`src/operand_ram.sv`:
```
module operand_ram #(
    parameter int WIDTH  = 8
    ,parameter int DEPTH = 256
)
(
    input  logic                     clk

    // Write side, fed by the load port
    ,input  logic                     we
    ,input  logic [$clog2(DEPTH)-1:0] waddr
    ,input  logic [WIDTH-1:0]         wdata

    // Read side, driven by the controller
    ,input  logic                     re
    ,input  logic [$clog2(DEPTH)-1:0] raddr
    ,output logic [WIDTH-1:0]         rdata
);

logic [WIDTH-1:0] mem [DEPTH];  // Storage array

// Single write port
always_ff @(posedge clk) begin
    if (we) begin
        mem[waddr] <= wdata;
    end
end

// Registered read, one cycle of latency
// Data holds its last value while re is low
always_ff @(posedge clk) begin
    if (re) begin
        rdata <= mem[raddr];
    end
end

endmodule

```
`config.mk`:
```
export PLATFORM = sky130hd
export DESIGN_NAME = operand_ram
export DESIGN_NICKNAME = d
export VERILOG_FILES = /design/src/operand_ram.sv
export SDC_FILE = /design/constraint.sdc
export NUM_CORES = 2
export LEC_CHECK = 0
export BUFFER_PORTS_ARGS = -buffer_cell sky130_fd_sc_hd__buf_2
export CORE_AREA = 2 2 554 419
export DETAILED_ROUTE_END_ITERATION = 16
export DIE_AREA = 0 0 556 421
export GPL_ROUTABILITY_DRIVEN = 0
export HOLD_SLACK_MARGIN = 0.12
export PLACE_DENSITY = 0.54
export SLEW_MARGIN = 10
export SYNTH_ARGS = -nofsm -noshare
export SYNTH_HDL_FRONTEND = slang
export SYNTH_SLANG_ARGS = --single-unit
```
`constraint.sdc`:
```
create_clock -name clk -period 2.8 [get_ports clk]
set_input_delay 0.28 -clock clk [delete_from_list [all_inputs] [get_ports clk]]
set_output_delay 0.28 -clock clk [all_outputs]
set_load 0.01 [all_outputs]
```
==> results <==
- The flow ran to the end, and the final reports show no timing, DRC or antenna violations.
- The slowest stage of the critical path belongs to the cell sky130_fd_sc_hd__mux4_2.
- In this run the cell area measured after placement is ~90000 um2.
- For this design the ratio of total power to cell area is 673.6 nW/um2.
- The tree is rooted in a sky130_fd_sc_hd__clkbuf_16.
- The total of max-cap violations is 0.
- The number of antenna violations at the first check in global routing is 15.
- The count of standard-cell rows is 153.
- The total detailed-routing wirelength is 217.9 mm.
- The filler cell count is ~20000.
- Setup repair after global routing left no endpoint under its margin.
- The number of top-level design ports is 35.
- Once the floorplan was initialized, standard cells occupied 34.70% of the core.
- The maximum count of clock buffers along a single path is 4.
- The area of the placeable core is around 230000 um2.
- The number of nets in the final layout is 4450.
- In this run, synthesis inferred 2056 flip-flops with an integrated enable.
- Dividing the detail-routed wire length by the instance count gives 28.66 um.
- The cell repeated most along the worst path is sky130_fd_sc_hd__buf_4.
- The static leakage is 0.03028 uW.
- The first global-routing pass estimated 309.7 mm of wire.
- Summed over all layers, the global routing overflow is 0.
- The count of buffers inserted at the top-level ports is 34.
- The kind of start point of the critical path is a flip-flop.
- TritonCTS built the clock tree.
- The half-perimeter wire length of the detailed placement result is approximately 140 mm.
- The cell count after synthesis came out at 3733.
- The category of the worst setup path capture point is a flip-flop.
- The die is 421 um tall.
- The count of TritonRoute iterations in the first routing pass is 8.
- In the routed design, unresolved DRC markers number 0.
- The post-synthesis average cell area is between 20 and 25 um2.
- The post-CTS setup repair buffer count is 0.
- Data on the critical path is required at its endpoint by 3.37 ns.
- The final hold slack is around 0.19 ns.
- The layout-stage area growth over the synthesis result is 18.82%.
- The netlist uses 54 different library cells.
- Between clock sinks in the finished design, the worst skew comes to about 0.033 ns.
- The upper clock frequency limit is 369.0 MHz.
- Entering global routing, the biggest net connects 100 pins.
- The final hold violation count came to 0.
- The number of sinks driven by the clock tree is a little over 2000.
- The number of synthesis warnings is 0.
- The overall die area is 234100 um2.
- For this run, the slowest stage of the critical path takes 0.53 ns.
- The post-synthesis sequential area ratio is roughly 78%.
- The number of clock buffers added by TritonCTS is 201.
- At the pin with the least slew margin, the transition time is approximately 1.0 ns.
- Setup violations remaining at the end of the flow were counted as 0.
- After routing the design area is about 95000 um2.
- Global routing used about 18% of the available tracks across all layers.
- The floorplan step set the die width to 556 um.
- The cell area after synthesis is roughly 80000 um2.
- The flip-flop cell with the highest count after synthesis is sky130_fd_sc_hd__edfxtp_1.
- The synthesized net count is 3760.
- Traced cell by cell, the critical path runs through mux4_2, a22o_1, a221oi_1, buf_4, o32ai_1, nor3_1, buf_4, nor4_1.
- Detailed routing inserted a total of between 40000 and 50000 vias.
- The total of flip-flops plus latches after synthesis is around 2100.
- The accumulated negative setup slack is 0 ns.
- The clock reaches the later pin of the worst-skew pair after 0.86 ns.
- The worst-case headroom to the max-slew limit is 33.46%.
- The CTS clock-pin slew for the worst setup and hold paths is 0.06 ns.
- The data arrival time at the worst-slack endpoint is around 3.3 ns.
- Counting flops with an async set or reset pin after synthesis yields a share of 0%.
- For the finished layout, the period the worst path requires is 2.710 ns.
- The core utilization of the finished layout is 41.23%.
- The DRC marker count from the first detailed-route iteration is ~4800.
- The number of slew-limit violations in the final report came to 0.
- The maximum fanout count along the critical path is 1.
- The min-delay analysis places its worst path in the category input port to flip-flop.
- The via count of the first global-routing pass is between 40000 and 50000.
- The share of the clock period used by the worst path is a little over nine tenths.
- The H-tree was split into 4 levels.
- The worst supply voltage drop on vdd is 0.5510 mV.
- The fraction of final layout cells sized beyond drive strength 1 is 31.80%.
- The worst setup path is of the flip-flop to flip-flop kind.
- Total power for the finished layout comes to 63740 uW.
- In this run the remaining antenna-violating nets after routing total 0.
- Dividing the detail-routed via count by the number of cells gives approximately 5.4.
worst max-delay path, delay by kind of cell, from the launching register on:
kind / cells / cell delay [ns]
buffers and inverters: 2 / 0.44
flip-flops: 1 / 0.35
multiplexers: 1 / 0.53
AND/OR/NAND/NOR: 2 / 0.49
AO/OA/AOI/OAI: 3 / 0.60
worst paths after layout:
kind,startpoint,to,slack [ns],cells past startpoint
worst max-delay path,mem[83][5],rdata[5],0.09,8
worst min-delay path,waddr[3],mem[206][4],0.19,4
worst max register to register,mem[83][5],rdata[5],0.09,8
worst min register to register,mem[33][5],rdata[5],1.12,7
report_power, final:
group	switching (uW)	total (uW)	internal, uW
clock network	11500	26100	14600
registers	30.9	34000	33900
logic	2220	3670	1450
total	13800	63700	49900
repair_timing:
item                                    4_1_cts  5_1_grt
hold buffers                                 10        0
hold endpoints to repair                    757        0
endpoints found under the setup margin        1        0
gates resized for setup                       1        0
layout by cell type, fill, tap and decap left out, types with 5 or more instances in the layout:
cell type                       instances
sky130_fd_sc_hd__buf_12                76
sky130_fd_sc_hd__o221ai_1              46
sky130_fd_sc_hd__edfxtp_1            2056
sky130_fd_sc_hd__a221oi_1              13
sky130_fd_sc_hd__buf_4                602
sky130_fd_sc_hd__a22o_1                 8
sky130_fd_sc_hd__nand2b_1               8
sky130_fd_sc_hd__bufinv_16             14
sky130_fd_sc_hd__clkinv_1              47
sky130_fd_sc_hd__nor2b_1               28
sky130_fd_sc_hd__mux4_2               454
sky130_fd_sc_hd__o22ai_1               28
sky130_fd_sc_hd__dlygate4sd3_1         10
sky130_fd_sc_hd__and2_1                 6
sky130_fd_sc_hd__clkbuf_16            203
sky130_fd_sc_hd__clkinv_2              36
sky130_fd_sc_hd__a21oi_1               96
sky130_fd_sc_hd__a22oi_1              133
sky130_fd_sc_hd__nand4_1               10
sky130_fd_sc_hd__buf_2                 22
sky130_fd_sc_hd__nor3_1                22
sky130_fd_sc_hd__o21ai_0               10
sky130_fd_sc_hd__nand3_1               31
sky130_fd_sc_hd__buf_8                 10
sky130_fd_sc_hd__a211oi_1              16
sky130_fd_sc_hd__nor4_1                23
sky130_fd_sc_hd__clkbuf_1              39
sky130_fd_sc_hd__o211ai_1              10
sky130_fd_sc_hd__nand2_1               33
sky130_fd_sc_hd__o22a_1                 5
sky130_fd_sc_hd__nor2_1               279
sky130_fd_sc_hd__clkinvlp_4             5
sky130_fd_sc_hd__mux2i_1              134
sky130_fd_sc_hd__diode_2                7
Yosys cell counts, types with 3 or more instances:
master                        n  share of area [%]
sky130_fd_sc_hd__buf_1       22               0.10
sky130_fd_sc_hd__nand4_1     10              0.079
sky130_fd_sc_hd__buf_2       31               0.19
sky130_fd_sc_hd__o22a_1       5              0.055
sky130_fd_sc_hd__buf_8       13               0.25
sky130_fd_sc_hd__buf_12       8               0.20
sky130_fd_sc_hd__buf_4       27               0.25
sky130_fd_sc_hd__or2_2        4              0.031
sky130_fd_sc_hd__o22ai_1     28               0.22
sky130_fd_sc_hd__nand2b_1     8              0.063
sky130_fd_sc_hd__edfxtp_1  2056                 78
sky130_fd_sc_hd__o221ai_1    46               0.51
sky130_fd_sc_hd__o211ai_1    10              0.094
sky130_fd_sc_hd__nor3_1      22               0.14
sky130_fd_sc_hd__nor2_1     282                1.3
sky130_fd_sc_hd__nand2_1     33               0.16
sky130_fd_sc_hd__o21ai_0     10              0.063
sky130_fd_sc_hd__a221oi_1    13               0.14
sky130_fd_sc_hd__mux4_2     454                 13
sky130_fd_sc_hd__o32ai_1      4              0.044
sky130_fd_sc_hd__a22oi_1    133                1.3
sky130_fd_sc_hd__a22o_1       8              0.088
sky130_fd_sc_hd__mux2i_1    134                1.7
sky130_fd_sc_hd__nor4_1      24               0.19
sky130_fd_sc_hd__and2_1       6              0.047
sky130_fd_sc_hd__buf_6       21               0.30
sky130_fd_sc_hd__nor2b_1     31               0.24
sky130_fd_sc_hd__nand3_1     34               0.21
sky130_fd_sc_hd__a21oi_1     96               0.60
sky130_fd_sc_hd__a211oi_1    16               0.15
sky130_fd_sc_hd__nor4_2       3              0.047
sky130_fd_sc_hd__clkbuf_1   111               0.52
routing by layer:
metal	share of wire, %	wire, um	vias to the layer above	global-route usage [%]
met1	45	97810	22050	28.21
met5	0	0	-	0
li1	-	-	17090	-
met3	8.3	18190	267	3.298
met2	45	97450	1753	27.24
met4	2.0	4425	0	4.201
cell families (layout without fill, tap and decap cells):
| group | count (synthesis) | in the layout | share of synthesized area, % |
|---|---|---|---|
| compound gates | 385 | 385 | 3.416 |
| mux | 591 | 591 | 14.60 |
| other cells | 0 | 7 | 0 |
| buf+inv | 235 | 1074 | 1.829 |
| flops | 2056 | 2056 | 77.53 |
| simple gates | 466 | 466 | 2.625 |
sequential cells by signal (all words and copies together) (netlist names):
signal,count
rdata,8
mem,2048
per-stage QoR:
step | worst slack [ns] | cells
after CTS | 0.1045 | 7594
after global routing | 0.003968 | 7600
after global placement | -0.7028 | 7232
after detailed placement | -0.7086 | 7232
after floorplan | 0.4439 | 3733
final | 0.08969 | 7601
final cells by class:
type	instances	area, um2	area share (%)
clock buffer	242	5226	5.523
tap	3022	3781	3.996
inverter	2	7.507	0.007934
multi-input combinational	1442	16510	17.45
clock inverter	110	943.4	0.9970
sequential	2056	61740	65.25
timing repair buffer	720	6401	6.765
antenna	7	17.52	0.01851
(Power assumes the default switching activity.)
