<file path="src/dense_pkg.sv">
package dense_pkg;

// ==================================================
// Data types
// ==================================================

typedef logic signed [7:0]  act_t;  // One int8 activation or weight element
typedef logic signed [31:0] acc_t;  // Bias, running sum and result

// ==================================================
// Enums
// ==================================================

// Run FSM of the controller
typedef enum logic [1:0] {
    IDLE   = 2'd0   // Waiting for start
    ,RUN   = 2'd1   // One read per cycle across all channels
    ,FLUSH = 2'd2   // Draining RAM and MAC stages
} ctrl_state_t;

// Memory written by the load port
typedef enum logic [1:0] {
    LOAD_ACT     = 2'd0
    ,LOAD_WEIGHT = 2'd1
    ,LOAD_BIAS   = 2'd2
} load_target_t;

// Output activation applied to each channel result
typedef enum logic {
    ACT_NONE  = 1'b0    // Pass signed sum through
    ,ACT_RELU = 1'b1    // Clamp negatives to zero
} act_mode_t;

// ==================================================
// Default capacities
// ==================================================

localparam int DEFAULT_MAX_INPUTS  = 256;   // Flattened input vector length
localparam int DEFAULT_MAX_OUTPUTS = 64;    // Output channels

endpackage
</file>
<file path="src/dense_controller.sv">
module dense_controller import dense_pkg::*; #(
    parameter int MAX_INPUTS   = DEFAULT_MAX_INPUTS
    ,parameter int MAX_OUTPUTS = DEFAULT_MAX_OUTPUTS
)
(
    input  logic clk
    ,input  logic reset

    // Run request, sizes sampled on an accepted start
    ,input  logic                                 start
    ,input  logic [$clog2(MAX_INPUTS+1)-1:0]      input_size
    ,input  logic [$clog2(MAX_OUTPUTS+1)-1:0]     output_size

    ,output logic                                 busy
    ,output logic                                 done

    // Read side of the three operand RAMs
    ,output logic                                 act_rd_en    // Shared by all three RAMs
    ,output logic [$clog2(MAX_INPUTS)-1:0]        act_rd_addr
    ,output logic [$clog2(MAX_INPUTS*MAX_OUTPUTS)-1:0] wgt_rd_addr
    ,output logic [$clog2(MAX_OUTPUTS)-1:0]       bias_rd_addr

    // Tags for the MAC, issued alongside the reads
    ,output logic                                 mac_first
    ,output logic                                 mac_last
    ,output logic [$clog2(MAX_OUTPUTS)-1:0]       mac_channel
);

localparam int IN_AW  = $clog2(MAX_INPUTS);
localparam int OUT_AW = $clog2(MAX_OUTPUTS);
localparam int WGT_AW = $clog2(MAX_INPUTS * MAX_OUTPUTS);
localparam int IN_SW  = $clog2(MAX_INPUTS + 1);    // Size fields hold the full count
localparam int OUT_SW = $clog2(MAX_OUTPUTS + 1);

// ==================================================
// State and counters
// ==================================================

ctrl_state_t        state;
logic [IN_SW-1:0]   in_size_q;      // Latched input_size
logic [OUT_SW-1:0]  out_size_q;     // Latched output_size
logic [IN_AW-1:0]   in_cnt;         // Element index inside the channel
logic [OUT_AW-1:0]  ch_cnt;         // Current output channel
logic [WGT_AW-1:0]  wgt_addr;       // Running o*input_size + i, no multiplier
logic               flush_cnt;      // Counts the two drain cycles

logic in_last;      // Last element of the channel
logic ch_last;      // Last channel of the run

assign in_last = (IN_SW'(in_cnt) == in_size_q - IN_SW'(1));
assign ch_last = (OUT_SW'(ch_cnt) == out_size_q - OUT_SW'(1));

// ==================================================
// Run FSM
// ==================================================

always_ff @(posedge clk) begin
    if (reset) begin
        state      <= IDLE;
        in_size_q  <= '0;
        out_size_q <= '0;
        in_cnt     <= '0;
        ch_cnt     <= '0;
        wgt_addr   <= '0;
        flush_cnt  <= 1'b0;
        done       <= 1'b0;
    end else begin
        done <= 1'b0;   // Single-cycle pulse

        case (state)
            IDLE: begin
                if (start) begin
                    in_size_q  <= input_size;
                    out_size_q <= output_size;
                    in_cnt     <= '0;
                    ch_cnt     <= '0;
                    wgt_addr   <= '0;
                    flush_cnt  <= 1'b0;
                    // Empty run has nothing to read, just close it
                    if (input_size == '0 || output_size == '0) begin
                        state <= FLUSH;
                    end else begin
                        state <= RUN;
                    end
                end
            end

            RUN: begin
                wgt_addr <= wgt_addr + WGT_AW'(1);  // Weights are contiguous per channel
                if (in_last) begin
                    in_cnt <= '0;
                    if (ch_last) begin
                        state <= FLUSH;
                    end else begin
                        ch_cnt <= ch_cnt + OUT_AW'(1);  // Next channel, no bubble
                    end
                end else begin
                    in_cnt <= in_cnt + IN_AW'(1);
                end
            end

            FLUSH: begin
                // RAM read stage plus MAC result stage
                flush_cnt <= ~flush_cnt;
                if (flush_cnt) begin
                    state <= IDLE;  // busy drops with done
                    done  <= 1'b1;
                end
            end

            default: state <= IDLE;
        endcase
    end
end

// ==================================================
// Outputs
// ==================================================

assign busy = (state != IDLE);

assign act_rd_en    = (state == RUN);
assign act_rd_addr  = in_cnt;
assign wgt_rd_addr  = wgt_addr;
assign bias_rd_addr = ch_cnt;           // Stays put for the whole channel

// Channel boundaries, only meaningful while reading
assign mac_first   = (state == RUN) && (in_cnt == '0);
assign mac_last    = (state == RUN) && in_last;
assign mac_channel = ch_cnt;

endmodule

</file>
<file path="config.mk">
export PLATFORM = sky130hd
export DESIGN_NAME = dense_controller
export DESIGN_NICKNAME = d
export VERILOG_FILES = /design/src/dense_pkg.sv /design/src/dense_controller.sv
export SDC_FILE = /design/constraint.sdc
export NUM_CORES = 1
export LEC_CHECK = 0
export BUFFER_PORTS_ARGS = -buffer_cell sky130_fd_sc_hd__buf_2
export CORE_MARGIN = 3
export CORE_UTILIZATION = 30
export CTS_CLUSTER_SIZE = 16
export DETAILED_ROUTE_END_ITERATION = 10
export HOLD_SLACK_MARGIN = 0.1
export PLACE_DENSITY_LB_ADDON = 0.15
export SLEW_MARGIN = 20
export SYNTH_ARGS = -nofsm -noshare
export SYNTH_HDL_FRONTEND = slang
export SYNTH_SLANG_ARGS = --single-unit
</file>
<file path="constraint.sdc">
create_clock -name clk -period 3.06 [get_ports clk]
set_input_delay 0 -clock clk [delete_from_list [all_inputs] [get_ports clk]]
set_output_delay 0 -clock clk [all_outputs]
set_load 0.01 [all_outputs]
</file>
==> results.md <==
* Status: complete, no violations
* Tightest Hold Check Type: in2reg
* CP max FO at 9
* Main flop type after synthesis: dfxtp_1
* Worst-Skew Late Latency at 320 ps
* Ys Warns at 0
* DRC at 0
* Total gr overflow at 0
* R2r startpoint: in_size_q[0]
* Max Slew Vio Count at 0
* Placed Cells at 502
* Gr usage total at 15.1%
* Post-Place Cell Area at 0.00310 mm2
* CTS buffer count at 5
* 1st-iter DRT viols at 121
* Post-synth EDFFs at 0
* Area grow syn2layout at 21.1%
* Leakage power at 1.37 nW
* CP Data Arrival Time at 2930 ps
* Reg2reg end: bias_rd_addr[0]
* Post-Synthesis Cells at 357
* Yosys reg bits at 48
* Slew HR at 57.1%
* DIE AREA at 0.0105 mm2
* Top layer used by detailed routing: met4
* CTS tree: done
* M1 wire length at 3.74 mm
* Clock tree sinks at 48
* Crit start category: flop
* PwrDens at 428 mW/mm2
* Slew of the pin with the lowest slew margin at 642 ps
* Setup crit end kind: flop
* Max Clk Rate at 375 MHz
* Top-count cell post-synth: nand2_1
* Post-synth top area cell: dfxtp_1
* Chip Width at 102 um
* Hold endpoint: state[1]
* Distinct cell type count after synthesis at 53
* Average cell area after synthesis at 7.80 um2
* Metal2 WL at 3.67 mm
* Layout Cells excl Fill at 526
* # IOs at 58
* Core ar. at 0.00885 mm2
* Hold Path Depth at 5
* TritonRoute pass-1 iters at 4
* Post-Route Skew at 14.0 ps
* Antenna diodes at 0
* Routed wire per std cell at 14.8 um
* H-tree level count at 2
* Post-Syn Area at 0.00279 mm2
* Final nets at 442
* Post-route design area at 0.00337 mm2
* Initial Util at 31.5%
* Die Y at 102 um
* Antenna-violating nets left at 0
* Gpl congestion at 0.812
* Part of the Yosys area used for sequential elements at 34.5%
* Final period utilization at 87.3%
* Via-per-instance ratio at 5.21
* # setup viols final at 0
* Setup slack, reg-to-reg at 390 ps
* Critical Path RT at 3320 ps
* Hold Slack at 218 ps
* Clock tree root buffer cell: clkbuf_8
* PortBufs at 57
* VDD IR max at 0.152 mV
* Met3 Wirelength at 273 um
* Proportion of layout cells with a drive suffix above 1 at 18.4%
* Via count at 2,741
* Final wirelength at 7.77 mm
* Number of global-route vias before repair at 2,583
* Hold wc startpoint: start
* Proportion of netlist area held by the largest area contributor at 34.5%
* Largest net degree at the start of global routing at 41
* Synth top area cells: dfxtp_1, nand2_1, a21oi_1
* Clock tree buffer depth at 2
* Unrepaired setup endpoints after global routing: false
* Synth cell count leaders: nand2_1, dfxtp_1, nor2_1
* Final min period at 2670 ps
* Std cell rows at 34
* DP Wirelength at 5.40 mm
* First-pass GRT wire length at 12.7 mm
* Clock transition at the registers of the reported paths at 100 ps
* Sum of negative setup slack at 0 ps
* Post-cts sizing count at 0
* Initial antenna violation count at 0
* Final Power at 0.00144 W
* R2r worst-path depth at 8
* Syn nets at 382
* Critical path class: reg2reg
* Count of final hold-check violations at 0
* Async SR Flop Fraction at 0%
* Max Cap Viol at 0
-- critical path: stages (launching register included) --
cell and delay [ps]:
dfxtp_1 490, inv_1 80, ha_1 240, or4_1 420, nor4b_2 260, a31oi_1 90, a211o_1 400, or4_1 490
a21oi_1 140
-- per-layer routing --
layer	vias up	GRT usage, %
li1	1391	-
met1	1283	20.2
met2	58	25.7
met3	9	2.25
met4	0	3.73
met5	-	0
-- final cells by class --
cell class                      instances  area (um2)
Clock buffer                            5        68.8
Clock inverter                          3        42.5
Fill cell                             952        5480
Inverter                               11        41.3
Multi-Input combinational cell        273        1640
Sequential cell                        48         961
Tap cell                              108         135
Timing Repair Buffer                   78         483
-- sequential cells by signal, summed over array words and instances (netlist names) --
register,cells
flush_cnt,1
done,1
out_size_q,7
wgt_rd_addr,14
state,2
bias_rd_addr,6
in_size_q,9
act_rd_addr,8
-- layout by cell type (no fill, tap or decap), drive strengths merged, types with 7 or more instances in the layout --
| cell | count |
|---|---|
| a21oi | 29 |
| inv | 11 |
| xor2 | 15 |
| nor2 | 34 |
| a31oi | 9 |
| dlygate4sd3 | 16 |
| nand2 | 56 |
| o21ai | 7 |
| dfxtp | 48 |
| buf | 62 |
| nand3 | 10 |
| nor3 | 11 |
-- stage by stage --
step           utilization (%)  setup WS, ps
2_1_floorplan                -           610
3_3_place_gp              35.1           465
3_5_place_dp              35.1           423
4_1_cts                   38.1           398
5_1_grt                   38.1           204
6_report                  38.1           390
-- kinds of logic (layout without fill, tap and decap cells) --
logic type / count (synthesis) / after routing / share of synthesized area [%]
simple gates: 159 / 159 / 27.9
compound gates: 81 / 81 / 19.5
flops: 48 / 48 / 34.5
buf+inv: 36 / 97 / 6.56
xor+xnor: 21 / 21 / 6.60
fa+ha+maj: 6 / 6 / 2.70
mux: 6 / 6 / 2.16
-- where the power goes --
part | switching, W | internal, W | leakage, nW
Sequential | 0.0000336 | 0.000647 | 0.390
Clock | 0.000238 | 0.000242 | 0.0541
Combinational | 0.000167 | 0.000117 | 0.924
Total | 0.000438 | 0.00101 | 1.37
-- how the worst max path moves through the flow --
stage	from	to	slack (ps)	cells after the start
after floorplan	in_size_q[0]	bias_rd_addr[0]	610	10
after global placement	in_size_q[0]	bias_rd_addr[0]	460	8
after detailed placement	in_size_q[0]	bias_rd_addr[0]	420	8
after CTS	in_size_q[0]	bias_rd_addr[0]	400	8
after global routing	in_size_q[0]	bias_rd_addr[3]	200	8
final	in_size_q[0]	bias_rd_addr[0]	390	8
-- what timing repair did --
item	CTS	global route
hold buffers	16	0
hold endpoints to repair	16	0
buffers inserted	0	0
Power figures use the tool's default switching activity.
