File: config.mk
export PLATFORM = sky130hd
export DESIGN_NAME = mac_accumulator
export DESIGN_NICKNAME = d
export VERILOG_FILES = /design/src/dense_pkg.sv /design/src/mac_accumulator.sv
export SDC_FILE = /design/constraint.sdc
export NUM_CORES = 1
export LEC_CHECK = 0
export BUFFER_PORTS_ARGS = -buffer_cell sky130_fd_sc_hd__buf_2
export CAP_MARGIN = 40
export CORE_MARGIN = 5
export CORE_UTILIZATION = 40
export DETAILED_ROUTE_END_ITERATION = 10
export PLACE_DENSITY = 0.6
export SLEW_MARGIN = 20
export SYNTH_ARGS = -nofsm -noshare
export SYNTH_HDL_FRONTEND = slang
export SYNTH_SLANG_ARGS = --single-unit
File: constraint.sdc
create_clock -name clk -period 9.8 [get_ports clk]
set_clock_uncertainty 0.05 [all_clocks]
set_input_delay 0.49 -clock clk [delete_from_list [all_inputs] [get_ports clk]]
set_output_delay 0.49 -clock clk [all_outputs]
set_load 0.02 [all_outputs]
File: src/dense_pkg.sv
package dense_pkg;

// ==================================================
// Data types
// ==================================================

typedef logic signed [7:0]  act_t;  // One int8 activation or weight element
typedef logic signed [31:0] acc_t;  // Bias, running sum and result

// ==================================================
// Enums
// ==================================================

// Run FSM of the controller
typedef enum logic [1:0] {
    IDLE   = 2'd0   // Waiting for start
    ,RUN   = 2'd1   // One read per cycle across all channels
    ,FLUSH = 2'd2   // Draining RAM and MAC stages
} ctrl_state_t;

// Memory written by the load port
typedef enum logic [1:0] {
    LOAD_ACT     = 2'd0
    ,LOAD_WEIGHT = 2'd1
    ,LOAD_BIAS   = 2'd2
} load_target_t;

// Output activation applied to each channel result
typedef enum logic {
    ACT_NONE  = 1'b0    // Pass signed sum through
    ,ACT_RELU = 1'b1    // Clamp negatives to zero
} act_mode_t;

// ==================================================
// Default capacities
// ==================================================

localparam int DEFAULT_MAX_INPUTS  = 256;   // Flattened input vector length
localparam int DEFAULT_MAX_OUTPUTS = 64;    // Output channels

endpackage
File: src/mac_accumulator.sv
module mac_accumulator import dense_pkg::*; #(
    parameter int MAX_OUTPUTS = DEFAULT_MAX_OUTPUTS
)
(
    input  logic clk
    ,input  logic reset

    ,input  act_mode_t                          act_mode

    // Operands straight from the RAM read ports
    ,input  act_t                               act_data
    ,input  act_t                               wgt_data
    ,input  acc_t                               bias_data

    // Tags from the controller, one cycle ahead of the data
    ,input  logic                               first
    ,input  logic                               last
    ,input  logic [$clog2(MAX_OUTPUTS)-1:0]     channel

    ,output logic                               result_valid
    ,output logic [$clog2(MAX_OUTPUTS)-1:0]     result_channel
    ,output acc_t                               result_data
);

localparam int CH_W = $clog2(MAX_OUTPUTS);

logic            first_d;       // Tags aligned with RAM data
logic            last_d;
logic [CH_W-1:0] channel_d;

acc_t acc_q;        // Running sum
acc_t product;      // Signed int8 x int8
acc_t sum_next;
acc_t activated;    // Sum after optional ReLU

// Match the one-cycle RAM read latency
always_ff @(posedge clk) begin
    if (reset) begin
        first_d <= 1'b0;
        last_d  <= 1'b0;
    end else begin
        first_d <= first;
        last_d  <= last;
    end
end

always_ff @(posedge clk) begin
    channel_d <= channel;
end

// Sign extend both operands before the multiply
assign product = acc_t'(act_data) * acc_t'(wgt_data);

// First element starts from the bias instead of the old sum
assign sum_next = first_d ? (bias_data + product) : (acc_q + product);

assign activated = (act_mode == ACT_RELU && sum_next < 0) ? '0 : sum_next;

// Free-running, every channel restarts on first
always_ff @(posedge clk) begin
    acc_q <= sum_next;
end

// ==================================================
// Result register
// ==================================================

always_ff @(posedge clk) begin
    if (reset) begin
        result_valid <= 1'b0;
    end else begin
        result_valid <= last_d;     // One strobe per channel
    end
end

always_ff @(posedge clk) begin
    if (last_d) begin
        result_data    <= activated;
        result_channel <= channel_d;
    end
end

endmodule

==> results of run 1 <==
[path summary, 6_finish.rpt]
| kind | start | endpoint | slack [ps] | cells after the start |
|---|---|---|---|---|
| worst max-delay path | wgt_data[3] | result_data[25] | 1830 | 29 |
| worst min-delay path | channel[1] | channel_d[1] | 210 | 1 |
| worst max register to register | first_d | result_data[28] | 5120 | 15 |
| worst min register to register | channel_d[0] | result_channel[0] | 360 | 0 |
[synthesized netlist by cell type (all sizes together) (12+ instances only)]
| cell type | number |
|---|---|
| nor2 | 35 |
| nor2b | 35 |
| dfxtp | 41 |
| mux2i | 13 |
| a21o | 14 |
| nor3 | 20 |
| edfxtp | 38 |
| and2 | 46 |
| nand3 | 12 |
| ha | 50 |
| fa | 56 |
| mux2 | 28 |
| a21oi | 37 |
| inv | 101 |
| o21ai | 23 |
| xnor2 | 38 |
| nand2 | 44 |
[layout make-up]
cell class	count	area (sq um)	area share, %
Timing Repair Buffer	103	563	6.86
Tap cell	225	282	3.43
Multi-Input combinational cell	553	4730	57.6
Clock buffer	11	254	3.10
Inverter	101	379	4.62
Clock inverter	5	37.5	0.457
Sequential cell	79	1960	23.9
[cells by family after synthesis]
family	after synthesis	share of synthesized area (%)
AND/OR/NAND/NOR	216	15.8
AO/OA/AOI/OAI	143	13.7
buffers and inverters	117	6.29
adder cells (fa/ha/maj)	107	24.6
flip-flops	79	27.5
XOR/XNOR	46	5.75
multiplexers	41	6.42
[flip-flops by register name, indices dropped and copies added (netlist names)]
signal,cells
last_d,1
acc_q,32
result_channel,6
result_data,32
result_valid,1
first_d,1
channel_d,6
[metrics by stage]
step	cells	utilization, %	setup WS (ps)	cell area (sq um)
after floorplan	749	-	2310	7140
after global placement	1059	45.2	1700	7870
after detailed placement	1060	45.3	1580	7890
after CTS	1076	47.0	1930	8180
after global routing	1077	47.1	1210	8210
final	1077	47.1	1830	8210
[layer usage]
layer  vias to the layer above  part of all wire [%]  routed length, microns
met5                         -                     0                       0
met4                         0                   1.0                     169
met3                        13                   5.3                     866
met2                       146                    43                    7040
met1                      2552                    50                    8210
li1                       2753                     -                       -
[placed cells by master, fill, tap and decap left out, types with 3 or more instances in the layout]
cell type and n:
o31ai_1 3, nand2_1 44, and2_1 46, inv_1 100
o31a_1 4, o21a_1 6, nor4_1 3, a21oi_1 36
nand4b_1 3, a211o_1 3, dfxtp_1 39, ha_1 50
buf_4 4, nor2_1 35, nor3_1 20, buf_2 97
o21bai_1 7, mux2_2 28, a21o_1 14, a21boi_0 6
mux2i_1 12, clkbuf_16 10, edfxtp_1 38, nand2b_1 6
o211ai_1 4, fa_1 56, nor2b_1 35, a31oi_1 3
o21ai_0 22, xor2_1 8, xnor2_1 37, nand4_1 4
nand3_1 12, a211oi_1 8
==> impl_results.md, run 1 <==
- Fillers: roughly 1700
- DIE WIDTH: about 140 microns
- CTS tree: yes
- # IOs: 98
- Required time of the critical path: slightly below 10000 ps
- Synth area leader: edfxtp_1
- Nets: approximately 1000
- Fin crit share: 81.4%
- Max clock buf depth: 2
- Worst path bufs/invs: 7
- Cts hold-fix bufs: 0
- Starting Density: approximately two fifths
- Post-CTS setup repair buffer count: 0
- Clock transition at the registers of the reported paths: approximately 70 ps
- Area growth from synthesis to layout: 15.0%
- Most area-consuming cells after synthesis: edfxtp_1 (16%), fa_1 (16%), dfxtp_1 (12%)
- Seq cells post-synth: a little under 80
- Unique masters post-synth: 66
- Ys Warns: 0
- First-pass GRT wire length: about 27000 microns
- H-tree levels: 3
- Initial antenna violation count: 0
- Post-synthesis async set-or-reset flop share: 0%
- Hold Vio Cnt, Final: 0
- Clk sink count: 79
- CTS resizes: 0
- Post-layout minimum cycle time: between 7000 and 8000 ps
- Max Transition Viols Final: 0
- Die area: roughly 20000 sq um
- WL final: 16300 microns
- Main synth FF type: dfxtp_1
- Max incr delay on CP: 680 ps
- WP data arrival: 7990 ps
- TritonRoute pass-1 iters: 5
- # port buffers: 97
- Core area: about 17000 sq um
- Crit-path max FO: 20
- DP Wirelength: approximately 13000 microns
- Mean post-synth cell area: roughly 9.5 sq um
- Worst Tran Pin Value: between 800 and 900 ps
- CTS Buf Count: 9
- Final setup fails: 0
- DRT antenna net count: 0
- Post-synthesis instance total: about 750
- Die Ht: between 100 and 150 microns
- Critical path's top delay family: adder cells
- Status: finished clean
- Post-synth top area share: 16.0%
- Vias in the first global route: between 5000 and 6000
- Critical path type: in2reg
- Placer Congestion: around 0.86
- Met3 usage: approximately 2.3%
- Post-synthesis sequential area ratio: 27.5%
- All-layer global routing usage: 16.3%
- Grt met2 use: 24.7%
- Num rows: 48
- Drt wl/cell: 15.1 microns
- Post-synth EDFFs: 38
- Rel. slew slack: 45.6%
- Post-Syn Area: 7140 sq um
- DRC: 0
- Most used routing layer: met1
- DR vias/cell: just over 5
- Diode count: 0
- GRT Residual Overflow: 0
- Met1 usage: between 20% and 30%
- Hold WS: around 210 ps
- Crit end category: flop
- Largest net degree at the start of global routing: 45
- Layout cells sized above 1: 18.4%
- Clock latency on the worst-skew pair: between 300 and 400 ps
- Setup TNS: 0 ps
- Vias: 5464
- Iter 0 DRT Violations: 278
- MaxCap Viol Count: 0
- CP Launch Type: input port
- Syn nets: between 900 and 1000
- F_max: about 130 MHz
- HP Class: in2reg
- RSZ-0062 raised after global routing: no
- Slowest CP cell: nor3_1
- Clk root buf: clkbuf_16
Power of run 1 is not shown: default switching activity piles up to over one toggle a cycle in this logic, so the estimate is an artifact.
==> run 2, diff against run 1 <==
--- a/config.mk
+++ b/config.mk
@@ -10,7 +10,7 @@
 export CORE_MARGIN = 5
 export CORE_UTILIZATION = 40
 export DETAILED_ROUTE_END_ITERATION = 10
-export PLACE_DENSITY = 0.6
+export PLACE_DENSITY = 0.62
 export SLEW_MARGIN = 20
 export SYNTH_ARGS = -nofsm -noshare
 export SYNTH_HDL_FRONTEND = slang
==> constraint.sdc (replaced) <==
create_clock -name clk -period 7.24 [get_ports clk]
set_clock_uncertainty 0.05 [all_clocks]
set_input_delay 0.362 -clock clk [delete_from_list [all_inputs] [get_ports clk]]
set_output_delay 0.362 -clock clk [all_outputs]
set_load 0.02 [all_outputs]
==> impl_results.md, run 2 (synthesis gave the netlist of run 1 again) <==
- Status: finished clean
- WL final: approximately 16000 microns
- Required time of the critical path: approximately 7400 ps
- Post-CTS setup repair buffer count: 0
- Final setup fails: 0
- Fillers: approximately 1700
- Nets: slightly above 1000
- Core area: around 17000 sq um
- Worst hold start: channel[5]
- R2R setup slack: 2930 ps
- Num rows: 48
- Worst reg2reg path depth: 14
- Clock latency on the worst-skew pair: about 330 ps
- H-tree levels: 3
- Most frequent cells in the layout: inv_1 (100), buf_2 (97), fa_1 (56)
- Starting Density: ~41%
- # port buffers: 97
- DRT antenna net count: 0
- Max Transition Viols Final: 0
- DRC: 0
- R2r endpoint: result_data[10]
- GRT Residual Overflow: 0
- Vias: 5507
- MaxCap Viol Count: 0
- WP data arrival: a little under 7000 ps
- Crit-path max FO: 8
- Fin crit share: a little over nine tenths
- Max incr delay on CP: 540 ps
- DR vias/cell: a little over 5
- Critical path type: in2reg
- DP Wirelength: roughly 14000 microns
- Reg2reg start: first_d
- Initial antenna violation count: 0
- Die area: 20600 sq um
- Clk root buf: clkbuf_16
- F_max: 147 MHz
- Hold Vio Cnt, Final: 0
- Largest net degree at the start of global routing: 34
- Diode count: 0
- Placer Congestion: 0.904
- Worst Tran Pin Value: a little over 800 ps
- Setup TNS: 0 ps
- CTS tree: yes
- Hold EP: channel_d[5]
- Crit end category: flop
- CTS Buf Count: 9
- Slowest CP cell: fa_1
- Biggest regs: acc_q x32, result_data x32
- Layout cells sized above 1: around a fifth
- Clk sink count: approximately 80
- Drt wl/cell: 15.1 microns
- First-pass GRT wire length: about 27000 microns
- All-layer global routing usage: roughly 16%
- Most common cell after layout, fill and taps aside: inv_1
- Die Ht: around 140 microns
- Iter 0 DRT Violations: around 310
- Rel. slew slack: between 40 and 50%
- HP Class: in2reg
- Hold path depth: 1
- CP Launch Type: input port
- DIE WIDTH: 144 microns
- Post-layout minimum cycle time: around 7000 ps
- Clock transition at the registers of the reported paths: 60 ps
- # IOs: a little under 100
- Max clock buf depth: 2
- Area growth from synthesis to layout: 17.2%
- Vias in the first global route: around 5500
- TritonRoute pass-1 iters: 5
## run 2: changes by cell type in the layout (fill, tap and decap cells not counted), moves of 2 or more
| cell | previous run | this run |
|---|---|---|
| a21oi_1 | 36 | 34 |
| a21oi_2 | 1 | 3 |
| buf_4 | 4 | 15 |
| ha_1 | 50 | 48 |
| ha_2 | 0 | 2 |
| xnor2_1 | 37 | 35 |
| xnor2_2 | 1 | 3 |
## run 2: cell type report
cell class | count | area, sq um | area share, %
clock buffers | 9 | 225 | 2.69
flip-flops and latches | 79 | 1960 | 23.5
well taps | 225 | 282 | 3.37
multi-input cells | 553 | 4800 | 57.4
clock inverters | 7 | 77.6 | 0.928
repair buffers | 114 | 638 | 7.63
inverters | 101 | 379 | 4.53
## run 2: how the worst max path moves through the flow
| stage | end | cells after the start | start |
|---|---|---|---|
| after floorplan | result_data[0] | 29 | wgt_data[3] |
| after global placement | result_data[25] | 30 | wgt_data[4] |
| after detailed placement | result_data[25] | 29 | wgt_data[4] |
| after CTS | result_data[25] | 29 | wgt_data[4] |
| after global routing | result_data[25] | 30 | wgt_data[2] |
| final | result_data[25] | 29 | wgt_data[4] |
## run 2: metrics by stage
step,utilization (%),hold WS [ps],cell area (sq um),std cells,setup WS (ps)
6_report,48.0,79.1,8360,1088,434
5_1_grt,48.0,64.2,8360,1088,-17.0
4_1_cts,47.7,67.2,8300,1088,254
3_5_place_dp,45.9,342,8000,1072,-90.9
3_3_place_gp,45.8,335,7980,1071,-46.6
2_1_floorplan,-,336,7150,749,40.5
## run 2: what timing repair did
action | CTS | global route
gates resized for setup | 0 | 11
hold buffers | 0 | 0
endpoints found under the setup margin | 0 | 10
## run 2: critical path: cells and delay by family
kind            cells  cell delay [ps]
compound gates      9             2100
xor+xnor            2              270
fa+ha+maj           6             2780
buf+inv             5              340
simple gates        7             1070
## run 2: metal layers
layer	GRT usage [%]	wire length, microns	up-vias
met3	2.03	815	13
met4	4.01	193	0
li1	-	-	2777
met5	0	0	-
met1	25.0	8370	2602
met2	24.6	7060	115
Power of run 2 is left out for the same reason.
